$ cat config.mk
export PLATFORM = sky130hd
export DESIGN_NAME = vga_game_top
export DESIGN_NICKNAME = d
export VERILOG_FILES = /design/src/verilog/vga_pkg.sv /design/src/verilog/vga_game_top.sv /design/src/verilog/game_ctrl.sv /design/src/verilog/game_screen.sv /design/src/verilog/draw_bg.sv /design/src/verilog/vga_timing.sv
export SDC_FILE = /design/constraint.sdc
export NUM_CORES = 1
export LEC_CHECK = 0
export BUFFER_PORTS_ARGS = -buffer_cell sky130_fd_sc_hd__buf_2
export CAP_MARGIN = 20
export CELL_PAD_IN_SITES_DETAIL_PLACEMENT = 1
export CELL_PAD_IN_SITES_GLOBAL_PLACEMENT = 1
export CORE_MARGIN = 2
export CORE_UTILIZATION = 41
export DETAILED_ROUTE_END_ITERATION = 7
export GPL_TIMING_DRIVEN = 0
export MAX_ROUTING_LAYER = met4
export PLACE_DENSITY_LB_ADDON = 0.1
export SYNTH_ARGS = -nofsm -noshare
export SYNTH_HDL_FRONTEND = slang
export SYNTH_SLANG_ARGS = --single-unit
$ cat constraint.sdc
create_clock -name clk -period 4.05 [get_ports clk]
set_clock_uncertainty 0.05 [all_clocks]
set_input_delay 0 -clock clk [delete_from_list [all_inputs] [get_ports clk]]
set_output_delay 0 -clock clk [all_outputs]
set_load 0.02 [all_outputs]
$ cat src/verilog/vga_pkg.sv
`default_nettype none

package vga_pkg;

    // default SVGA 800x600 timing
    localparam int HOR_PIXELS  = 800;
    localparam int VER_PIXELS  = 600;
    localparam int HOR_TOTAL   = 1056;
    localparam int VER_TOTAL   = 628;
    localparam int HSYNC_START = 840;
    localparam int HSYNC_LEN   = 128;
    localparam int VSYNC_START = 601;
    localparam int VSYNC_LEN   = 4;

    localparam int CNT_W = 11;
    localparam int RGB_W = 12;

    localparam logic [RGB_W-1:0] COLOR_BLACK  = 12'h000;
    localparam logic [RGB_W-1:0] COLOR_YELLOW = 12'hFF0;

    typedef enum logic [1:0] {
        GAME_START = 2'd0,
        GAME_PLAY  = 2'd1,
        GAME_END   = 2'd2
    } game_state_t;

    // byte offsets of the APB registers
    typedef enum logic [3:0] {
        REG_CTRL     = 4'h0,
        REG_STATUS   = 4'h4,
        REG_BG_COLOR = 4'h8
    } apb_reg_t;

endpackage

`default_nettype wire
$ cat src/verilog/vga_game_top.sv
`timescale 1ns/100ps
`default_nettype none

module vga_game_top #(
    parameter int HOR_TOTAL   = vga_pkg::HOR_TOTAL,
    parameter int VER_TOTAL   = vga_pkg::VER_TOTAL,
    parameter int HOR_PIXELS  = vga_pkg::HOR_PIXELS,
    parameter int VER_PIXELS  = vga_pkg::VER_PIXELS,
    parameter int HSYNC_START = vga_pkg::HSYNC_START,
    parameter int HSYNC_LEN   = vga_pkg::HSYNC_LEN,
    parameter int VSYNC_START = vga_pkg::VSYNC_START,
    parameter int VSYNC_LEN   = vga_pkg::VSYNC_LEN
) (
    input  wire                          clk,
    input  wire                          rst,
    input  wire                          psel,
    input  wire                          penable,
    input  wire                          pwrite,
    input  wire  [3:0]                   paddr,
    input  wire  [31:0]                  pwdata,
    output logic [31:0]                  prdata,
    output logic                         pready,
    output logic                         pslverr,
    output logic [vga_pkg::CNT_W-1:0]    hcount,
    output logic [vga_pkg::CNT_W-1:0]    vcount,
    output logic                         hsync,
    output logic                         vsync,
    output logic                         hblnk,
    output logic                         vblnk,
    output logic [vga_pkg::RGB_W-1:0]    rgb
);
    import vga_pkg::*;

    game_state_t      game_state;
    logic [RGB_W-1:0] bg_color;
    logic             frame_start;

    // timing stage outputs
    logic [CNT_W-1:0] tim_hcount;
    logic [CNT_W-1:0] tim_vcount;
    logic             tim_hsync;
    logic             tim_vsync;
    logic             tim_hblnk;
    logic             tim_vblnk;

    // background stage outputs
    logic [CNT_W-1:0] bg_hcount;
    logic [CNT_W-1:0] bg_vcount;
    logic             bg_hsync;
    logic             bg_vsync;
    logic             bg_hblnk;
    logic             bg_vblnk;
    logic [RGB_W-1:0] bg_rgb;

    game_ctrl u_game_ctrl (
        .clk         (clk),
        .rst         (rst),
        .psel        (psel),
        .penable     (penable),
        .pwrite      (pwrite),
        .paddr       (paddr),
        .pwdata      (pwdata),
        .prdata      (prdata),
        .pready      (pready),
        .pslverr     (pslverr),
        .frame_start (frame_start),
        .game_state  (game_state),
        .bg_color    (bg_color)
    );

    vga_timing #(
        .HOR_TOTAL   (HOR_TOTAL),
        .VER_TOTAL   (VER_TOTAL),
        .HOR_PIXELS  (HOR_PIXELS),
        .VER_PIXELS  (VER_PIXELS),
        .HSYNC_START (HSYNC_START),
        .HSYNC_LEN   (HSYNC_LEN),
        .VSYNC_START (VSYNC_START),
        .VSYNC_LEN   (VSYNC_LEN)
    ) u_vga_timing (
        .clk         (clk),
        .rst         (rst),
        .hcount      (tim_hcount),
        .vcount      (tim_vcount),
        .hsync       (tim_hsync),
        .vsync       (tim_vsync),
        .hblnk       (tim_hblnk),
        .vblnk       (tim_vblnk),
        .frame_start (frame_start)
    );

    draw_bg u_draw_bg (
        .clk       (clk),
        .rst       (rst),
        .hcount_in (tim_hcount),
        .vcount_in (tim_vcount),
        .hsync_in  (tim_hsync),
        .vsync_in  (tim_vsync),
        .hblnk_in  (tim_hblnk),
        .vblnk_in  (tim_vblnk),
        .bg_color  (bg_color),
        .hcount    (bg_hcount),
        .vcount    (bg_vcount),
        .hsync     (bg_hsync),
        .vsync     (bg_vsync),
        .hblnk     (bg_hblnk),
        .vblnk     (bg_vblnk),
        .rgb       (bg_rgb)
    );

    game_screen #(
        .HOR_PIXELS (HOR_PIXELS),
        .VER_PIXELS (VER_PIXELS)
    ) u_game_screen (
        .clk        (clk),
        .rst        (rst),
        .game_state (game_state),
        .hcount_in  (bg_hcount),
        .vcount_in  (bg_vcount),
        .hsync_in   (bg_hsync),
        .vsync_in   (bg_vsync),
        .hblnk_in   (bg_hblnk),
        .vblnk_in   (bg_vblnk),
        .rgb_in     (bg_rgb),
        .hcount     (hcount),
        .vcount     (vcount),
        .hsync      (hsync),
        .vsync      (vsync),
        .hblnk      (hblnk),
        .vblnk      (vblnk),
        .rgb        (rgb)
    );

endmodule

`default_nettype wire

$ cat src/verilog/game_ctrl.sv
`timescale 1ns/100ps
`default_nettype none

module game_ctrl (
    input  wire                          clk,
    input  wire                          rst,
    input  wire                          psel,
    input  wire                          penable,
    input  wire                          pwrite,
    input  wire  [3:0]                   paddr,
    input  wire  [31:0]                  pwdata,
    output logic [31:0]                  prdata,
    output logic                         pready,
    output logic                         pslverr,
    input  wire                          frame_start,
    output vga_pkg::game_state_t         game_state,
    output logic [vga_pkg::RGB_W-1:0]    bg_color
);
    import vga_pkg::*;

    localparam logic [RGB_W-1:0] BG_RESET = 12'h00F;

    game_state_t pend_state;
    logic        pend_valid;
    logic        access;
    logic        wr_en;
    logic        addr_ok;
    logic [31:0] rd_data;

    // there are no wait states, so every transfer finishes in its access cycle
    assign pready = 1'b1;
    assign access = psel && penable;
    assign wr_en  = access && pwrite;

    always_comb begin
        addr_ok = 1'b1;
        rd_data = '0;
        case (paddr)
            REG_CTRL:     rd_data = {30'd0, pend_state};
            REG_STATUS:   rd_data = {29'd0, pend_valid, game_state};
            REG_BG_COLOR: rd_data = {{(32 - RGB_W){1'b0}}, bg_color};
            default:      addr_ok = 1'b0;
        endcase
    end

    assign prdata  = (psel && !pwrite) ? rd_data : '0;
    assign pslverr = access && !addr_ok;

    always_ff @(posedge clk) begin
        if (rst) begin
            game_state <= GAME_START;
            pend_state <= GAME_START;
            pend_valid <= 1'b0;
            bg_color   <= BG_RESET;
        end else begin
            // the displayed state only moves at the frame boundary
            if (frame_start && pend_valid) begin
                game_state <= pend_state;
                pend_valid <= 1'b0;
            end
            // a request landing on the boundary waits for the next frame
            if (wr_en && paddr == REG_CTRL && pwdata < 32'd3) begin
                pend_state <= game_state_t'(pwdata[1:0]);
                pend_valid <= 1'b1;
            end
            if (wr_en && paddr == REG_BG_COLOR) begin
                bg_color <= pwdata[RGB_W-1:0];
            end
        end
    end

endmodule

`default_nettype wire

$ cat src/verilog/game_screen.sv
`timescale 1ns/100ps
`default_nettype none

module game_screen #(
    parameter int HOR_PIXELS = vga_pkg::HOR_PIXELS,
    parameter int VER_PIXELS = vga_pkg::VER_PIXELS
) (
    input  wire                          clk,
    input  wire                          rst,
    input  wire  vga_pkg::game_state_t   game_state,
    input  wire  [vga_pkg::CNT_W-1:0]    hcount_in,
    input  wire  [vga_pkg::CNT_W-1:0]    vcount_in,
    input  wire                          hsync_in,
    input  wire                          vsync_in,
    input  wire                          hblnk_in,
    input  wire                          vblnk_in,
    input  wire  [vga_pkg::RGB_W-1:0]    rgb_in,
    output logic [vga_pkg::CNT_W-1:0]    hcount,
    output logic [vga_pkg::CNT_W-1:0]    vcount,
    output logic                         hsync,
    output logic                         vsync,
    output logic                         hblnk,
    output logic                         vblnk,
    output logic [vga_pkg::RGB_W-1:0]    rgb
);
    import vga_pkg::*;

    localparam int BOX_X = HOR_PIXELS / 4;
    localparam int BOX_Y = VER_PIXELS / 3;
    localparam int BOX_W = HOR_PIXELS / 2;
    localparam int BOX_H = VER_PIXELS / 3;

    logic [CNT_W-1:0] rx;
    logic [CNT_W-1:0] ry;
    logic             in_box;
    logic             start_hit;
    logic             end_hit;
    logic [RGB_W-1:0] rgb_nxt;

    // x0..x1 and y0..y1 are half-open, relative to the box corner
    function automatic logic stroke(input logic [CNT_W-1:0] x, input logic [CNT_W-1:0] y,
                                    input int x0, input int x1, input int y0, input int y1);
        return (x >= x0) && (x < x1) && (y >= y0) && (y < y1);
    endfunction

    assign rx = hcount_in - CNT_W'(BOX_X);
    assign ry = vcount_in - CNT_W'(BOX_Y);
    assign in_box = (hcount_in >= BOX_X) && (hcount_in < BOX_X + BOX_W) &&
                    (vcount_in >= BOX_Y) && (vcount_in < BOX_Y + BOX_H);

    // letters S, T, A, R
    assign start_hit = stroke(rx, ry, 20, 50, 20, 30) | stroke(rx, ry, 20, 30, 30, 60) |
                       stroke(rx, ry, 20, 50, 60, 70) | stroke(rx, ry, 40, 50, 70, 100) |
                       stroke(rx, ry, 60, 100, 20, 30) | stroke(rx, ry, 80, 90, 30, 100) |
                       stroke(rx, ry, 110, 120, 30, 100) | stroke(rx, ry, 140, 150, 30, 100) |
                       stroke(rx, ry, 120, 140, 50, 60) |
                       stroke(rx, ry, 160, 170, 30, 100) | stroke(rx, ry, 170, 200, 30, 40) |
                       stroke(rx, ry, 200, 210, 40, 60) | stroke(rx, ry, 170, 200, 60, 70) |
                       stroke(rx, ry, 200, 210, 70, 100);

    // letters E, N, D
    assign end_hit = stroke(rx, ry, 30, 40, 30, 100) | stroke(rx, ry, 30, 70, 30, 40) |
                     stroke(rx, ry, 30, 60, 60, 70) | stroke(rx, ry, 30, 70, 90, 100) |
                     stroke(rx, ry, 80, 90, 30, 100) | stroke(rx, ry, 80, 140, 30, 40) |
                     stroke(rx, ry, 130, 140, 30, 100) |
                     stroke(rx, ry, 150, 160, 30, 100) | stroke(rx, ry, 150, 190, 30, 40) |
                     stroke(rx, ry, 190, 200, 40, 90) | stroke(rx, ry, 150, 190, 90, 100);

    always_comb begin
        rgb_nxt = rgb_in;
        if (in_box && game_state == GAME_START) begin
            rgb_nxt = start_hit ? COLOR_YELLOW : COLOR_BLACK;
        end else if (in_box && game_state == GAME_END) begin
            rgb_nxt = end_hit ? COLOR_YELLOW : COLOR_BLACK;
        end
    end

    always_ff @(posedge clk) begin
        if (rst) begin
            hcount <= '0;
            vcount <= '0;
            hsync  <= 1'b0;
            vsync  <= 1'b0;
            hblnk  <= 1'b0;
            vblnk  <= 1'b0;
            rgb    <= '0;
        end else begin
            hcount <= hcount_in;
            vcount <= vcount_in;
            hsync  <= hsync_in;
            vsync  <= vsync_in;
            hblnk  <= hblnk_in;
            vblnk  <= vblnk_in;
            rgb    <= rgb_nxt;
        end
    end

endmodule

`default_nettype wire

$ cat src/verilog/draw_bg.sv
`timescale 1ns/100ps
`default_nettype none

module draw_bg (
    input  wire                          clk,
    input  wire                          rst,
    input  wire  [vga_pkg::CNT_W-1:0]    hcount_in,
    input  wire  [vga_pkg::CNT_W-1:0]    vcount_in,
    input  wire                          hsync_in,
    input  wire                          vsync_in,
    input  wire                          hblnk_in,
    input  wire                          vblnk_in,
    input  wire  [vga_pkg::RGB_W-1:0]    bg_color,
    output logic [vga_pkg::CNT_W-1:0]    hcount,
    output logic [vga_pkg::CNT_W-1:0]    vcount,
    output logic                         hsync,
    output logic                         vsync,
    output logic                         hblnk,
    output logic                         vblnk,
    output logic [vga_pkg::RGB_W-1:0]    rgb
);
    import vga_pkg::*;

    always_ff @(posedge clk) begin
        if (rst) begin
            hcount <= '0;
            vcount <= '0;
            hsync  <= 1'b0;
            vsync  <= 1'b0;
            hblnk  <= 1'b0;
            vblnk  <= 1'b0;
            rgb    <= '0;
        end else begin
            hcount <= hcount_in;
            vcount <= vcount_in;
            hsync  <= hsync_in;
            vsync  <= vsync_in;
            hblnk  <= hblnk_in;
            vblnk  <= vblnk_in;
            // the monitor expects black in the porches and sync
            rgb    <= (hblnk_in || vblnk_in) ? COLOR_BLACK : bg_color;
        end
    end

endmodule

`default_nettype wire

$ cat src/verilog/vga_timing.sv
`timescale 1ns/100ps
`default_nettype none

module vga_timing #(
    parameter int HOR_TOTAL   = vga_pkg::HOR_TOTAL,
    parameter int VER_TOTAL   = vga_pkg::VER_TOTAL,
    parameter int HOR_PIXELS  = vga_pkg::HOR_PIXELS,
    parameter int VER_PIXELS  = vga_pkg::VER_PIXELS,
    parameter int HSYNC_START = vga_pkg::HSYNC_START,
    parameter int HSYNC_LEN   = vga_pkg::HSYNC_LEN,
    parameter int VSYNC_START = vga_pkg::VSYNC_START,
    parameter int VSYNC_LEN   = vga_pkg::VSYNC_LEN
) (
    input  wire                          clk,
    input  wire                          rst,
    output logic [vga_pkg::CNT_W-1:0]    hcount,
    output logic [vga_pkg::CNT_W-1:0]    vcount,
    output logic                         hsync,
    output logic                         vsync,
    output logic                         hblnk,
    output logic                         vblnk,
    output logic                         frame_start
);
    import vga_pkg::*;

    logic line_end;
    logic frame_end;

    assign line_end  = (hcount == CNT_W'(HOR_TOTAL - 1));
    assign frame_end = (vcount == CNT_W'(VER_TOTAL - 1));

    always_ff @(posedge clk) begin
        if (rst) begin
            hcount <= '0;
            vcount <= '0;
        end else if (line_end) begin
            hcount <= '0;
            if (frame_end) begin
                vcount <= '0;
            end else begin
                vcount <= vcount + 1'b1;
            end
        end else begin
            hcount <= hcount + 1'b1;
        end
    end

    // everything below decodes the registered counts, so it lines up with them
    assign hblnk = (hcount >= HOR_PIXELS);
    assign vblnk = (vcount >= VER_PIXELS);
    assign hsync = (hcount >= HSYNC_START) && (hcount < HSYNC_START + HSYNC_LEN);
    assign vsync = (vcount >= VSYNC_START) && (vcount < VSYNC_START + VSYNC_LEN);

    // high only while the counters sit at the top left pixel
    assign frame_start = (hcount == '0) && (vcount == '0);

endmodule

`default_nettype wire

==> Yosys cells after proc, flatten, opt, wreduce, memory -nomap -nowiden <==
Index checks and enable logic that the tools add are counted.
{ "word_totals": {"elab_cells": 209, "input_bits": 41, "out_inout_bits": 72, "regBits": 115} }
{ "classes": {"muxes": 10, "bitwise": 23, "n_eq_ne": 5, "add_sub_neg": 4, "order_cmp": 53, "n_reduce_logical": 94} }
{ "op_table": {"columns": ["cell", "n"], "rows": [
  ["11-bit by 8-bit greater-or-equal comparator with 1-bit output, second input constant", 9],
  ["1-bit logical AND", 83],
  ["11-bit by 7-bit < comparator with 1-bit output, second input constant", 7],
  ["11-bit by 8-bit < comparator with 1-bit output, second input constant", 7],
  ["12-bit two-way mux", 5],
  ["11-bit by 6-bit greater-or-equal comparator with 1-bit output, second input constant", 5],
  ["11-bit by 7-bit greater-or-equal comparator with 1-bit output, second input constant", 5],
  ["11-bit by 6-bit < comparator with 1-bit output, second input constant", 5],
  ["11-bit by 10-bit greater-or-equal comparator with 1-bit output, second input constant", 4],
  ["11-bit by 5-bit greater-or-equal comparator with 1-bit output, second input constant", 4],
  ["12-bit one-hot mux with 3 select lines", 1],
  ["11-bit by 10-bit < comparator with 1-bit output, second input constant", 3],
  ["32-bit by 2-bit < comparator with 1-bit output, second input constant", 1],
  ["1-bit bitwise OR", 23],
  ["11-bit by 1-bit adder with 11-bit output, second input constant", 2],
  ["11-bit zero test", 2],
  ["11-bit by 5-bit < comparator with 1-bit output, second input constant", 2],
  ["11-bit by 8-bit subtractor with 11-bit output, second input constant", 2],
  ["11-bit by 10-bit equality test with 1-bit output, second input constant", 1],
  ["11-bit equality test, second input constant", 1],
  ["11-bit by 9-bit < comparator with 1-bit output, second input constant", 1],
  ["11-bit two-way mux", 1],
  ["4-bit by 3-bit equality test with 1-bit output, second input constant", 1],
  ["4-bit equality test, second input constant", 1],
  ["other kinds (9)", 13]
]} }

==> Depth between registers and ports, before layout <==
Gate-level depths: netlist (run 1).
{ "logic_depth": {"depth_word": 20, "ltp_mapped": 12, "ltp_nobuf": 10} }

==> Modules after synthesis <==
From an unflattened synthesis (run 1), not the netlist that was laid out.
{ "hier_totals": {"hier_cells": 675, "hier_area_um2": 6019.5} }
{ "modules_own_cells": {"columns": ["module", "seq_area_each_um2", "cells_per_inst", "area_per_inst_um2", "instances"], "rows": [
  ["game_screen", 760.7, 316, 2593.7, 1],
  ["vga_timing", 440.4, 145, 1184.9, 1],
  ["draw_bg", 760.7, 82, 1142.3, 1],
  ["game_ctrl", 340.3, 132, 1098.6, 1]
]} }

==> Least setup slack after synthesis (run 1) <==
No wires, ideal clock.
{ "synth_timing": {"kind": "reg-to-reg", "start": "register u_draw_bg.hcount[3] (netlist bit)", "end": "register u_game_screen.rgb[10] (netlist bit)", "period_less_slack_ns": 3.092, "slack_ns": 0.958, "n_path_buf": 1, "t_required_ns": 3.939, "setup_ns": 0.061, "path_stages_with_launch": 12, "arrival_ns": 2.981, "path_cell_list": "dfxtp_1 -> buf_2 -> inv_1 -> ha_1 -> nor4_2 -> nor2_1 -> or4_4 -> a2111oi_2 -> o31ai_1 -> a2111oi_4 -> o22ai_2 -> nand2_1"} }
{ "synth_between": {"elab_chain_cells": 20, "elab_cells_between_ends": 131, "cone_classes": "1 x add/sub; 31 x order compare; 4 x mux; 23 x bitwise; 72 x reduce/logical"} }
{ "synth_lines": {"columns": ["item", "line", "rtl"], "rows": [
  ["from (decl)", "draw_bg.sv:14", "output logic [vga_pkg::CNT_W-1:0] hcount,"],
  ["from (signal assigned)", "draw_bg.sv:34", "hcount <= hcount_in;"],
  ["11-bit by 8-bit subtractor with 11-bit output", "game_screen.sv:46", "assign rx = hcount_in - CNT_W'(BOX_X);"],
  ["11-bit by 5-bit greater-or-equal comparator with 1-bit output, or another cell as far along", "game_screen.sv:43", "return (x >= x0) && (x < x1) && (y >= y0) && (y < y1);"],
  ["1-bit logical AND (3 in series)", "game_screen.sv:43", null],
  ["1-bit bitwise OR (2 in series)", "game_screen.sv:52", "assign start_hit = stroke(rx, ry, 20, 50, 20, 30) | stroke(rx, ry, 20, 30, 30, 60) |"],
  ["1-bit bitwise OR (2 in series)", "game_screen.sv:53", "stroke(rx, ry, 20, 50, 60, 70) | stroke(rx, ry, 40, 50, 70, 100) |"],
  ["1-bit bitwise OR (2 in series)", "game_screen.sv:54", "stroke(rx, ry, 60, 100, 20, 30) | stroke(rx, ry, 80, 90, 30, 100) |"],
  ["1-bit bitwise OR (2 in series)", "game_screen.sv:55", "stroke(rx, ry, 110, 120, 30, 100) | stroke(rx, ry, 140, 150, 30, 100) |"],
  ["1-bit bitwise OR", "game_screen.sv:56", "stroke(rx, ry, 120, 140, 50, 60) |"],
  ["1-bit bitwise OR (2 in series)", "game_screen.sv:57", "stroke(rx, ry, 160, 170, 30, 100) | stroke(rx, ry, 170, 200, 30, 40) |"],
  ["1-bit bitwise OR (2 in series)", "game_screen.sv:58", "stroke(rx, ry, 200, 210, 40, 60) | stroke(rx, ry, 170, 200, 60, 70) |"],
  ["12-bit two-way mux", "game_screen.sv:72", "rgb_nxt = start_hit ? COLOR_YELLOW : COLOR_BLACK;"],
  ["12-bit two-way mux *", "game_screen.sv:71", "if (in_box && game_state == GAME_START) begin"],
  ["to (signal assigned)", "game_screen.sv:94", "rgb <= rgb_nxt;"],
  ["to (decl)", "game_screen.sv:24", "output logic [vga_pkg::RGB_W-1:0] rgb"]
]} }
Mark *: on every way between the ends. The rest lies on a longest branch, timed or not.
A chain may end at the register's enable or synchronous reset.

==> Worst setup path in the final report (run 1) <==
{ "layout_timing": {"start": "register u_draw_bg.hcount[3] (netlist bit)", "end": "register u_game_screen.rgb[5] (netlist bit)"} }
The elaborated chain is that of the path after synthesis.

==> flow_summary.yaml, run 1 <==
setup_path:
  crit_fanout: 10
  arrival_ns: 4.15
  critical_path_class: "reg2reg"
  path_buf_inv: 2
  worstPathRequired_ns: 4.35
  crit_chain: "buf_2 -> inv_1 -> ha_1 -> nor4_4 -> nor2_1 -> or4_4 -> a2111oi_2 -> o31ai_1 -> a2111oi_4 -> o22ai_2 -> nand2_1"
  critical_path.top_delay_family: "compound AO/OA/AOI/OAI gates"
  worst_path_max_delay_cell: "or4_4"
  cp-start-kind: "flip-flop"
  crit_path_end_kind: "flip-flop"
  critPathMaxStageDelay_ns: 0.53
layout:
  drive_above_1_share_pct: 20.4
  layout_commonest_cell: "dfxtp_1"
  final_util_pct: 52.5
  nets: 878
  area_delta_synth_final_pct: 26.8
  final_area_sq_um: 7210
  final_cell_mix: "dfxtp_1, buf_2, nor2_1"
floorplan:
  start_util_pct: 41.5
  die_w_microns: 122
  num_io_pins: 113
  core_area_sq_um: 13700
  die-area_sq_um: 14800
  row_count: 43
  die_h_microns: 122
detailed_routing:
  drt_iter0_drc: 321
  wirelength_microns: 18500
  viasPerCell: 5.29
  drc_errors: 0
  vias: 5377
  ant_nets: 0
  drt-pass1-iter-count: 5
  routedWlPerCell_microns: 18.2
clocking:
  cts_buffers: 17
  path_clk_slew_ns: 0.06
  post-cts-setup-buffers: 0
  cts_buffer_depth: 2
  insertion_delay_ns: 0.42
  cts.sinks: 115
  htreeDepth: 4
  tritoncts: "built"
  cts-root-buf: "clkbuf_16"
yosys:
  syn_inst: 681
  synthFlopType: "dfxtp_1"
  synthMuxAreaShare_pct: 1.61
  seq_area_frac_synth_pct: 40.5
  synthAdderAreaFrac_pct: 3.30
  ys_seq_elements: 115
  yosys_warnings: 0
  avgSynthCellArea_sq_um: 8.35
  synth_top_family_by_area: "simple AND/OR/NAND/NOR gates"
  synth_compound_area_share_pct: 16.0
  synthDistinctLibCells: 72
  synth_xor_area_share_pct: 3.23
  synthArstFlopShare_pct: 0
  syn_area_sq_um: 5690
  yosys.area_share.simple_pct: 28.4
  synth_edf_count: 0
power_and_ir_drop:
  total_power_mw: 2.86
  power.internal_mw: 2.19
  ir_worst_vdd_uv: 320
  switching_share_pct: 23.4
  p_leak_nw: 3.06
  p_seq_share_pct: 40.2
  clkPwrFrac_pct: 54.7
  p_sw_mw: 0.669
  power_density_nw_per_um2: 397
  power_frac_comb_pct: 5.1
placement:
  place_hpwl_microns: 13400
  io_buffer_count: 90
  postPlaceCellArea_sq_um: 6430
  gp_congestion: 0.977
timing:
  setup_viol_count_final: 0
  slew_viol_final: 0
  finalCritPeriodShare_pct: 95.1
  max_slew.worst_pin.slew_ns: 0.780
  fmax_ghz: 0.260
  setup_tns_ns: 0
  max-slew-margin-rel_pct: 47.6
  rsz0062_at_grt: "false"
  min_period_ns: 3.85
  finalHoldViolCount: 0
global_route:
  track_usage_pct: 26.3
  met1_usage_pct: 31.9
  grt_pass1_vias: 5426
  busiest_layer: "met2"
  grt_pass1_wl_microns: 29000
  grt_max_degree: 17
  antenna_found_initial: 1
  grt_overflow: 0
  use_met3_pct: 3.84
  met2_usage_pct: 44.4
min_path:
  hold_path_class: "in2reg"
flow_run:
  cap_violations: 0
outcome:
  outcome: "finished clean"
-- tightest hold or removal path, delay by kind of cell --
family	cells	cell delay (ns)
AOI/OAI and AO/OA	1	0.13
buffers and inverters	1	0.07
and+or+nand+nor	4	0.25
-- cell type report --
class | count | area [sq um]
Fill cell | 1707 | 6510
Timing Repair Buffer | 103 | 581
Buffer | 55 | 310
Sequential cell | 115 | 2300
Clock inverter | 13 | 175
Tap cell | 180 | 225
Multi-Input combinational cell | 508 | 3090
Clock buffer | 18 | 439
Inverter | 22 | 82.6
Antenna cell | 2 | 5.00
-- Yosys cell counts (4+ instances only) --
library cell | count | share of area, %
buf_2 | 5 | 0.44
ha_1 | 15 | 3.3
or3_1 | 8 | 0.88
a21oi_1 | 42 | 3.7
xnor2_1 | 7 | 1.1
nor2b_1 | 41 | 4.5
nand2b_1 | 5 | 0.55
xor2_1 | 14 | 2.2
o22ai_1 | 5 | 0.55
or2_2 | 5 | 0.55
a31oi_1 | 6 | 0.66
nand4_1 | 8 | 0.88
o31a_1 | 4 | 0.62
buf_4 | 22 | 2.9
o21ai_0 | 17 | 1.5
o31ai_1 | 6 | 0.79
nand3_1 | 21 | 1.8
nand2_1 | 66 | 4.4
and2_1 | 29 | 3.2
mux2i_1 | 8 | 1.4
o211ai_1 | 6 | 0.79
nor4_1 | 13 | 1.4
and3_1 | 4 | 0.44
nand3b_1 | 7 | 0.92
dfxtp_1 | 115 | 40
o32ai_1 | 4 | 0.62
nor3_1 | 18 | 1.6
clkbuf_1 | 23 | 1.5
nor2_1 | 68 | 4.5
inv_1 | 22 | 1.5
a22oi_1 | 6 | 0.79
-- power groups by stage --
stage               combinational [mW]  clock, mW  sequential (mW)
finish                           0.147       1.56             1.15
CTS                              0.144       1.59             1.15
global placement                 0.132          0             1.17
detailed placement               0.133          0             1.17
floorplan                       0.0810          0             1.18
global route                     0.161       1.64             1.15
-- per-stage QoR --
step	setup WS [ns]	cells	hold slack [ns]
4_1_cts	0.0478	1014	0.0184
6_report	0.199	1016	0.0293
5_1_grt	0.0857	1015	0.0537
3_5_place_dp	0.107	970	0.198
2_1_floorplan	0.958	700	0.0329
3_3_place_gp	0.120	970	0.190
-- cells by family after synthesis --
| kind of cell | count (synthesis) |
|---|---|
| other cells | 2 |
| buf+inv | 77 |
| flops | 115 |
| fa+ha+maj | 15 |
| mux | 9 |
| xor+xnor | 21 |
| simple gates | 311 |
| compound gates | 131 |
-- repair_timing --
item,CTS,global route
resized for setup,0,4
setup endpoints to repair,0,8
endpoints found under the hold margin,16,0
hold buffers,13,0
-- worst paths after layout --
path,startpoint,endpoint,slack (ns),cells past startpoint
setup / recovery,u_draw_bg.hcount[3],u_game_screen.rgb[5],0.20,11
hold / removal,pwdata[15],u_game_ctrl.pend_valid,0.03,6
setup reg to reg,u_draw_bg.hcount[3],u_game_screen.rgb[5],0.20,11
hold reg to reg,u_draw_bg.rgb[10],u_game_screen.rgb[10],0.37,2
-- metal layers --
metal	routed length, microns	up-vias	part of all wire (%)
met5	0	-	0
met1	7980	2611	43
met2	9540	127	52
li1	-	2613	-
met4	347	0	1.9
met3	589	26	3.2
-- sequential cells by signal, summed over array words and instances, names as in the netlist, 2 cells and up --
register,cells
u_draw_bg.rgb,12
u_game_ctrl.bg_color,12
u_game_screen.rgb,12
u_draw_bg.hcount,11
u_draw_bg.vcount,11
u_game_screen.hcount,11
u_game_screen.vcount,11
u_vga_timing.hcount,11
u_vga_timing.vcount,11
u_game_ctrl.game_state,2
u_game_ctrl.pend_state,2
Note: power is estimated with default switching activity, not from simulation.
==> inputs of run 2 (changes only) <==
Settings changed: ABC_AREA from default to 1, CORE_UTILIZATION 41 to 39.
==> flow_summary.yaml, run 2 <==
detailed_routing:
  routedWlPerCell_microns: 14.6
  vias: 5812
  drt-pass1-iter-count: 5
  drt_iter0_drc: 203
  wirelength_microns: 17600
  viasPerCell: 4.83
  ant_nets: 0
  drc_errors: 0
global_route:
  grt_pass1_vias: 5832
  busiest_layer: "met2"
  grt_max_degree: 17
  grt_overflow: 0
  met1_usage_pct: 29.0
  use_met3_pct: 4.44
  met2_usage_pct: 38.0
  grt_pass1_wl_microns: 29000
  track_usage_pct: 23.3
  antenna_found_initial: 1
clocking:
  cts.sinks: 115
  post-cts-setup-buffers: 0
  cts-root-buf: "clkbuf_16"
  insertion_delay_ns: 0.41
  tritoncts: "built"
  cts_buffer_depth: 2
  path_clk_slew_ns: 0.05
  cts_buffers: 17
  htreeDepth: 4
floorplan:
  core_area_sq_um: 15000
  row_count: 45
  num_io_pins: 113
  die_w_microns: 127
  start_util_pct: 39.4
  die-area_sq_um: 16200
  die_h_microns: 127
yosys:
  syn_inst: 859
  post-synth-top-count-cell: "nor2_1"
  yosys.area.top_type: "dfxtp_1"
  synth_edf_count: 0
  seq_area_frac_synth_pct: 38.9
  synthArstFlopShare_pct: 0
  avgSynthCellArea_sq_um: 6.89
  yosys_warnings: 0
  synthDistinctLibCells: 45
  ys_seq_elements: 115
  synthFlopType: "dfxtp_1"
  yosysTopAreaCellShare_pct: 38.9
  synth_commonest_cells: "nor2_1, nand2_1, inv_1"
  syn_area_sq_um: 5920
  synth.top_cells.by_area: "dfxtp_1, nor2_1, nand2_1, inv_1, nand3_1"
power_and_ir_drop:
  power_frac_comb_pct: 4.8
  p_leak_nw: 3.63
  p_seq_share_pct: 37.4
  p_sw_mw: 0.638
  power.internal_mw: 2.43
  ir_worst_vdd_uv: 269
  power_density_nw_per_um2: 408
  switching_share_pct: 20.8
  clkPwrFrac_pct: 57.8
setup_path:
  worstSetupStartpoint: "u_draw_bg.vcount[3]"
  rr_startpoint: "u_draw_bg.vcount[3]"
  reg2reg_slack_ns: 1.24
  arrival_ns: 3.05
  critical_path_class: "reg2reg"
  worstPathRequired_ns: 4.28
  crit_path_end_kind: "flip-flop"
  cp-start-kind: "flip-flop"
  crit_fanout: 8
layout:
  nFillCells: 2014
  final_cell_mix: "nor2_1, nand2_1, inv_1"
  top_regs: "u_draw_bg.rgb: 12 flops, u_game_ctrl.bg_color: 12 flops, u_game_screen.rgb: 12 flops"
  nets: 1057
  final_util_pct: 50.0
  drive_above_1_share_pct: 19.5
  area_delta_synth_final_pct: 27.0
  layout_commonest_cell: "nor2_1"
placement:
  pre_cts_slack_ns: 1.23
  io_buffer_count: 90
  gp_congestion: 0.881
  place_hpwl_microns: 13300
timing:
  setup_viol_count_final: 0
  slew_viol_final: 0
  finalHoldViolCount: 0
  setup_ws_ns: 1.24
  setup_tns_ns: 0
  rsz0062_at_grt: "false"
  max-slew-margin-rel_pct: 57.0
  max_slew.worst_pin.slew_ns: 0.640
  finalCritPeriodShare_pct: 69.4
  fmax_ghz: 0.356
  min_period_ns: 2.81
outcome:
  outcome: "finished clean"
min_path:
  hold_path_class: "in2reg"
  hold_start: "pwdata[20]"
flow_run:
  cap_violations: 0
-- run 2: layout make-up --
class / count / area [sq um] / share of cell area [%]
antenna: 1 / 2.50 / 0.0333
buffer: 36 / 230 / 3.06
clock buffer: 19 / 443 / 5.89
clock inverter: 13 / 254 / 3.38
inverter: 128 / 483 / 6.43
multi-input combinational: 599 / 2980 / 39.6
sequential: 115 / 2300 / 30.6
tap: 188 / 235 / 3.13
timing repair buffer: 104 / 591 / 7.86
-- run 2: worst paths after layout --
kind                                          endpoint  cells past startpoint
worst max register to register    u_game_screen.rgb[5]                     18
worst max-delay path              u_game_screen.rgb[5]                     18
worst min register to register     u_game_screen.vsync                      2
worst min-delay path            u_game_ctrl.pend_valid                      6
-- run 2: through the flow --
step | power (mW) | hold WS [ns] | cells | cell area (sq um)
final | 3.07 | 0.0197 | 1203 | 7520
after global routing | 3.17 | 0.0567 | 1203 | 7520
after CTS | 3.10 | 0.00660 | 1202 | 7510
after detailed placement | 1.31 | 0.198 | 1156 | 6680
after global placement | 1.30 | 0.191 | 1156 | 6680
after floorplan | 1.26 | 0.0804 | 878 | 5990
-- run 2: power by group through the flow --
stage	Combinational, mW	Sequential (mW)	Clock (mW)
2_1_floorplan	0.0828	1.17	0
3_3_place_gp	0.132	1.17	0
3_5_place_dp	0.133	1.17	0
4_1_cts	0.145	1.15	1.81
5_1_grt	0.163	1.15	1.86
6_report	0.147	1.15	1.77
-- run 2: timing repair --
action                                 4_1_cts  5_1_grt
endpoints found under the hold margin       15        0
resized for setup                            0        0
hold buffers                                14        0
-- run 2: kinds of logic after synthesis --
group	Yosys count	share of synthesized area [%]
buffers and inverters	164	12.0
AOI/OAI and AO/OA	93	9.17
other	2	0.127
xor gates and xnor gates	1	0.148
DFF	115	38.9
adders and majority gates	15	3.17
and+or+nand+nor	469	36.4
-- run 2: critical path, stage by stage (launching register included) --
cell,delay (ns)
dfxtp_1,0.47
inv_1,0.19
ha_1,0.28
nand2_1,0.12
nand3_1,0.11
nand3_1,0.13
nand2_1,0.09
nor2_2,0.16
nand2_1,0.13
nor2_2,0.19
nand2_1,0.10
nand2_1,0.08
o21ai_1,0.05
nor2_1,0.12
nand2_1,0.08
nand2_2,0.13
nand2_1,0.07
nor2_1,0.08
nor2_1,0.05
-- run 2: routing by layer --
layer | part of all wire [%] | vias up
li1 | - | 2971
met1 | 46 | 2720
met2 | 48 | 89
met3 | 3.1 | 32
met4 | 2.3 | 0
met5 | 0 | -
==> inputs of run 3 (changes only) <==
Settings changed: ABC_AREA 1 to 0, CORE_UTILIZATION 39 to 41.
Clock period 4.05 ns to 2.95 ns, I/O delays scaled along.
==> flow_summary.yaml, run 3 (synthesized netlist as in run 1, its figures left out) <==
layout:
  area_delta_synth_final_pct: 30.7
  final_cell_mix: "dfxtp_1, buf_2, nor2_1"
  nets: 889
  drive_above_1_share_pct: 24.6
  final_util_pct: 54.2
  multi_input_area_sq_um: 3220
  seq_area_sq_um: 2310
  top_regs: "u_draw_bg.rgb: 12 flops, u_game_ctrl.bg_color: 12 flops, u_game_screen.rgb: 12 flops"
  layout_commonest_cell: "dfxtp_1"
  finalNonFillerCells: 1025
  nFillCells: 1669
  n_antenna_cell: 0
setup_path:
  worstReg2RegEnd: "u_game_screen.rgb[8]"
  critical_path_class: "reg2reg"
  crit_fanout: 10
  critical_path.top_delay_family: "compound AO/OA/AOI/OAI gates"
  rr_startpoint: "u_draw_bg.hcount[3]"
  worstPathRequired_ns: 3.27
  worst_path_max_delay_cell: "o31ai_1"
  worstRegToRegCells: 12
  crit_chain: "buf_8 -> clkinvlp_4 -> ha_4 -> buf_4 -> o21bai_1 -> a21oi_2 -> nor2_1 -> o31ai_1 -> a31oi_1 -> a311oi_2 -> o22ai_4 -> nand2_1"
  crit_path_end_kind: "flip-flop"
  arrival_ns: 3.30
  reg2reg_slack_ns: -0.03
  cp-start-kind: "flip-flop"
  path_buf_inv: 3
  critPathMaxStageDelay_ns: 0.45
timing:
  max-slew-margin-rel_pct: 57.3
  finalHoldViolCount: 0
  rsz0062_at_grt: "true"
  setup_ws_ns: -0.0345
  min_period_ns: 2.98
  fmax_ghz: 0.335
  setup_viol_count_final: 8
  finalCritPeriodShare_pct: 101
  slew_viol_final: 0
  max_slew.worst_pin.slew_ns: 0.639
  whs_ns: 0.0270
min_path:
  hold_path_class: "in2reg"
  holdPathEnd: "u_game_ctrl.pend_valid"
  hold_start: "pwdata[28]"
  whs_path_depth: 6
clocking:
  insertion_delay_ns: 0.43
  htreeDepth: 4
  cts_buffer_depth: 2
  cts-root-buf: "clkbuf_16"
  tritoncts: "built"
  cts_buffers: 17
  path_clk_slew_ns: 0.06
  cts.sinks: 115
floorplan:
  core_area_sq_um: 13700
  row_count: 43
  die_w_microns: 122
  die_h_microns: 122
  start_util_pct: 41.5
  die-area_sq_um: 14800
  num_io_pins: 113
global_route:
  grt_pass1_vias: 5723
  grt_max_degree: 17
  grt_pass1_wl_microns: 30000
  track_usage_pct: 27.1
  busiest_layer: "met2"
  use_met3_pct: 5.20
  grt_overflow: 0
  antenna_found_initial: 0
  met1_usage_pct: 31.2
  met2_usage_pct: 46.2
detailed_routing:
  wirelength_microns: 18800
  drt_iter0_drc: 231
  ant_nets: 0
  drt-pass1-iter-count: 4
  drc_errors: 0
  viasPerCell: 5.31
  vias: 5446
  routedWlPerCell_microns: 18.3
power_and_ir_drop:
  p_sw_mw: 0.925
  switching_share_pct: 24.2
  power_density_nw_per_um2: 514
  p_leak_nw: 3.14
  power.internal_mw: 2.89
  ir_worst_vdd_uv: 377
  power_frac_comb_pct: 5.3
  clkPwrFrac_pct: 53.4
  p_seq_share_pct: 41.3
placement:
  pre_cts_slack_ns: -0.631
  io_buffer_count: 90
  gp_congestion: 0.951
  place_hpwl_microns: 13700
  dp.cells: 970
outcome:
  outcome: "complete, but fails checks"
  violations: "setup timing"
flow_run:
  cap_violations: 0
==> run 3: through the flow <==
| step | TNS (ns) | cell area (sq um) | power [mW] |
|---|---|---|---|
| 5_1_grt | -0.998 | 7430 | 3.93 |
| 3_5_place_dp | -4.96 | 6440 | 1.80 |
| 6_report | -0.192 | 7430 | 3.82 |
| 2_1_floorplan | 0 | 5760 | 1.73 |
| 3_3_place_gp | -5.05 | 6440 | 1.79 |
| 4_1_cts | -0.00856 | 7410 | 3.84 |
==> run 3: worst max-delay path by stage <==
stage / from / end / slack [ns] / depth (start not counted)
after global placement: u_draw_bg.hcount[3] / u_game_screen.rgb[10] / -0.64 / 11
after detailed placement: u_draw_bg.hcount[3] / u_game_screen.rgb[8] / -0.63 / 11
after CTS: u_draw_bg.hcount[3] / u_game_screen.rgb[8] / -0.009 / 11
final: u_draw_bg.hcount[3] / u_game_screen.rgb[8] / -0.03 / 12
after floorplan: u_draw_bg.hcount[3] / u_game_screen.rgb[10] / 0.0002 / 11
after global routing: u_draw_bg.hcount[3] / u_game_screen.rgb[8] / -0.13 / 12
==> run 3: metal layers <==
metal / part of all wire (%) / wire length (microns) / up-vias
met4: 2.7 / 516 / 0
met2: 51 / 9640 / 125
met5: 0 / 0 / -
met1: 42 / 7870 / 2649
met3: 4.0 / 754 / 44
li1: - / - / 2628
==> run 3: worst min-delay path, stage by stage <==
cell	delay, ns
buf_2	0.08
nor4_1	0.04
nand3_1	0.07
nor3_1	0.10
a21oi_1	0.13
nor2_1	0.04
==> run 3: cell type report <==
class / instances / area share [%]
clock buffers: 17 / 5.72
multi-input cells: 508 / 43.4
clock inverters: 14 / 2.12
plain buffers: 52 / 4.16
flip-flops and latches: 115 / 31.1
inverters: 22 / 1.21
repair buffers: 117 / 9.23
well taps: 180 / 3.03
==> run 3: repair_timing <==
action,4_1_cts,5_1_grt
hold buffers,13,0
setup endpoints to repair,8,8
setup buffers,13,1
pin swaps,7,5
endpoints found under the hold margin,16,0
gates resized for setup,35,7
==> run 3: power groups by stage <==
stage               clock network [mW]  registers (mW)  logic (mW)
floorplan                            0            1.61       0.111
CTS                               2.06            1.58       0.200
detailed placement                   0            1.61       0.184
global route                      2.13            1.58       0.224
finish                            2.04            1.58       0.204
global placement                     0            1.61       0.181
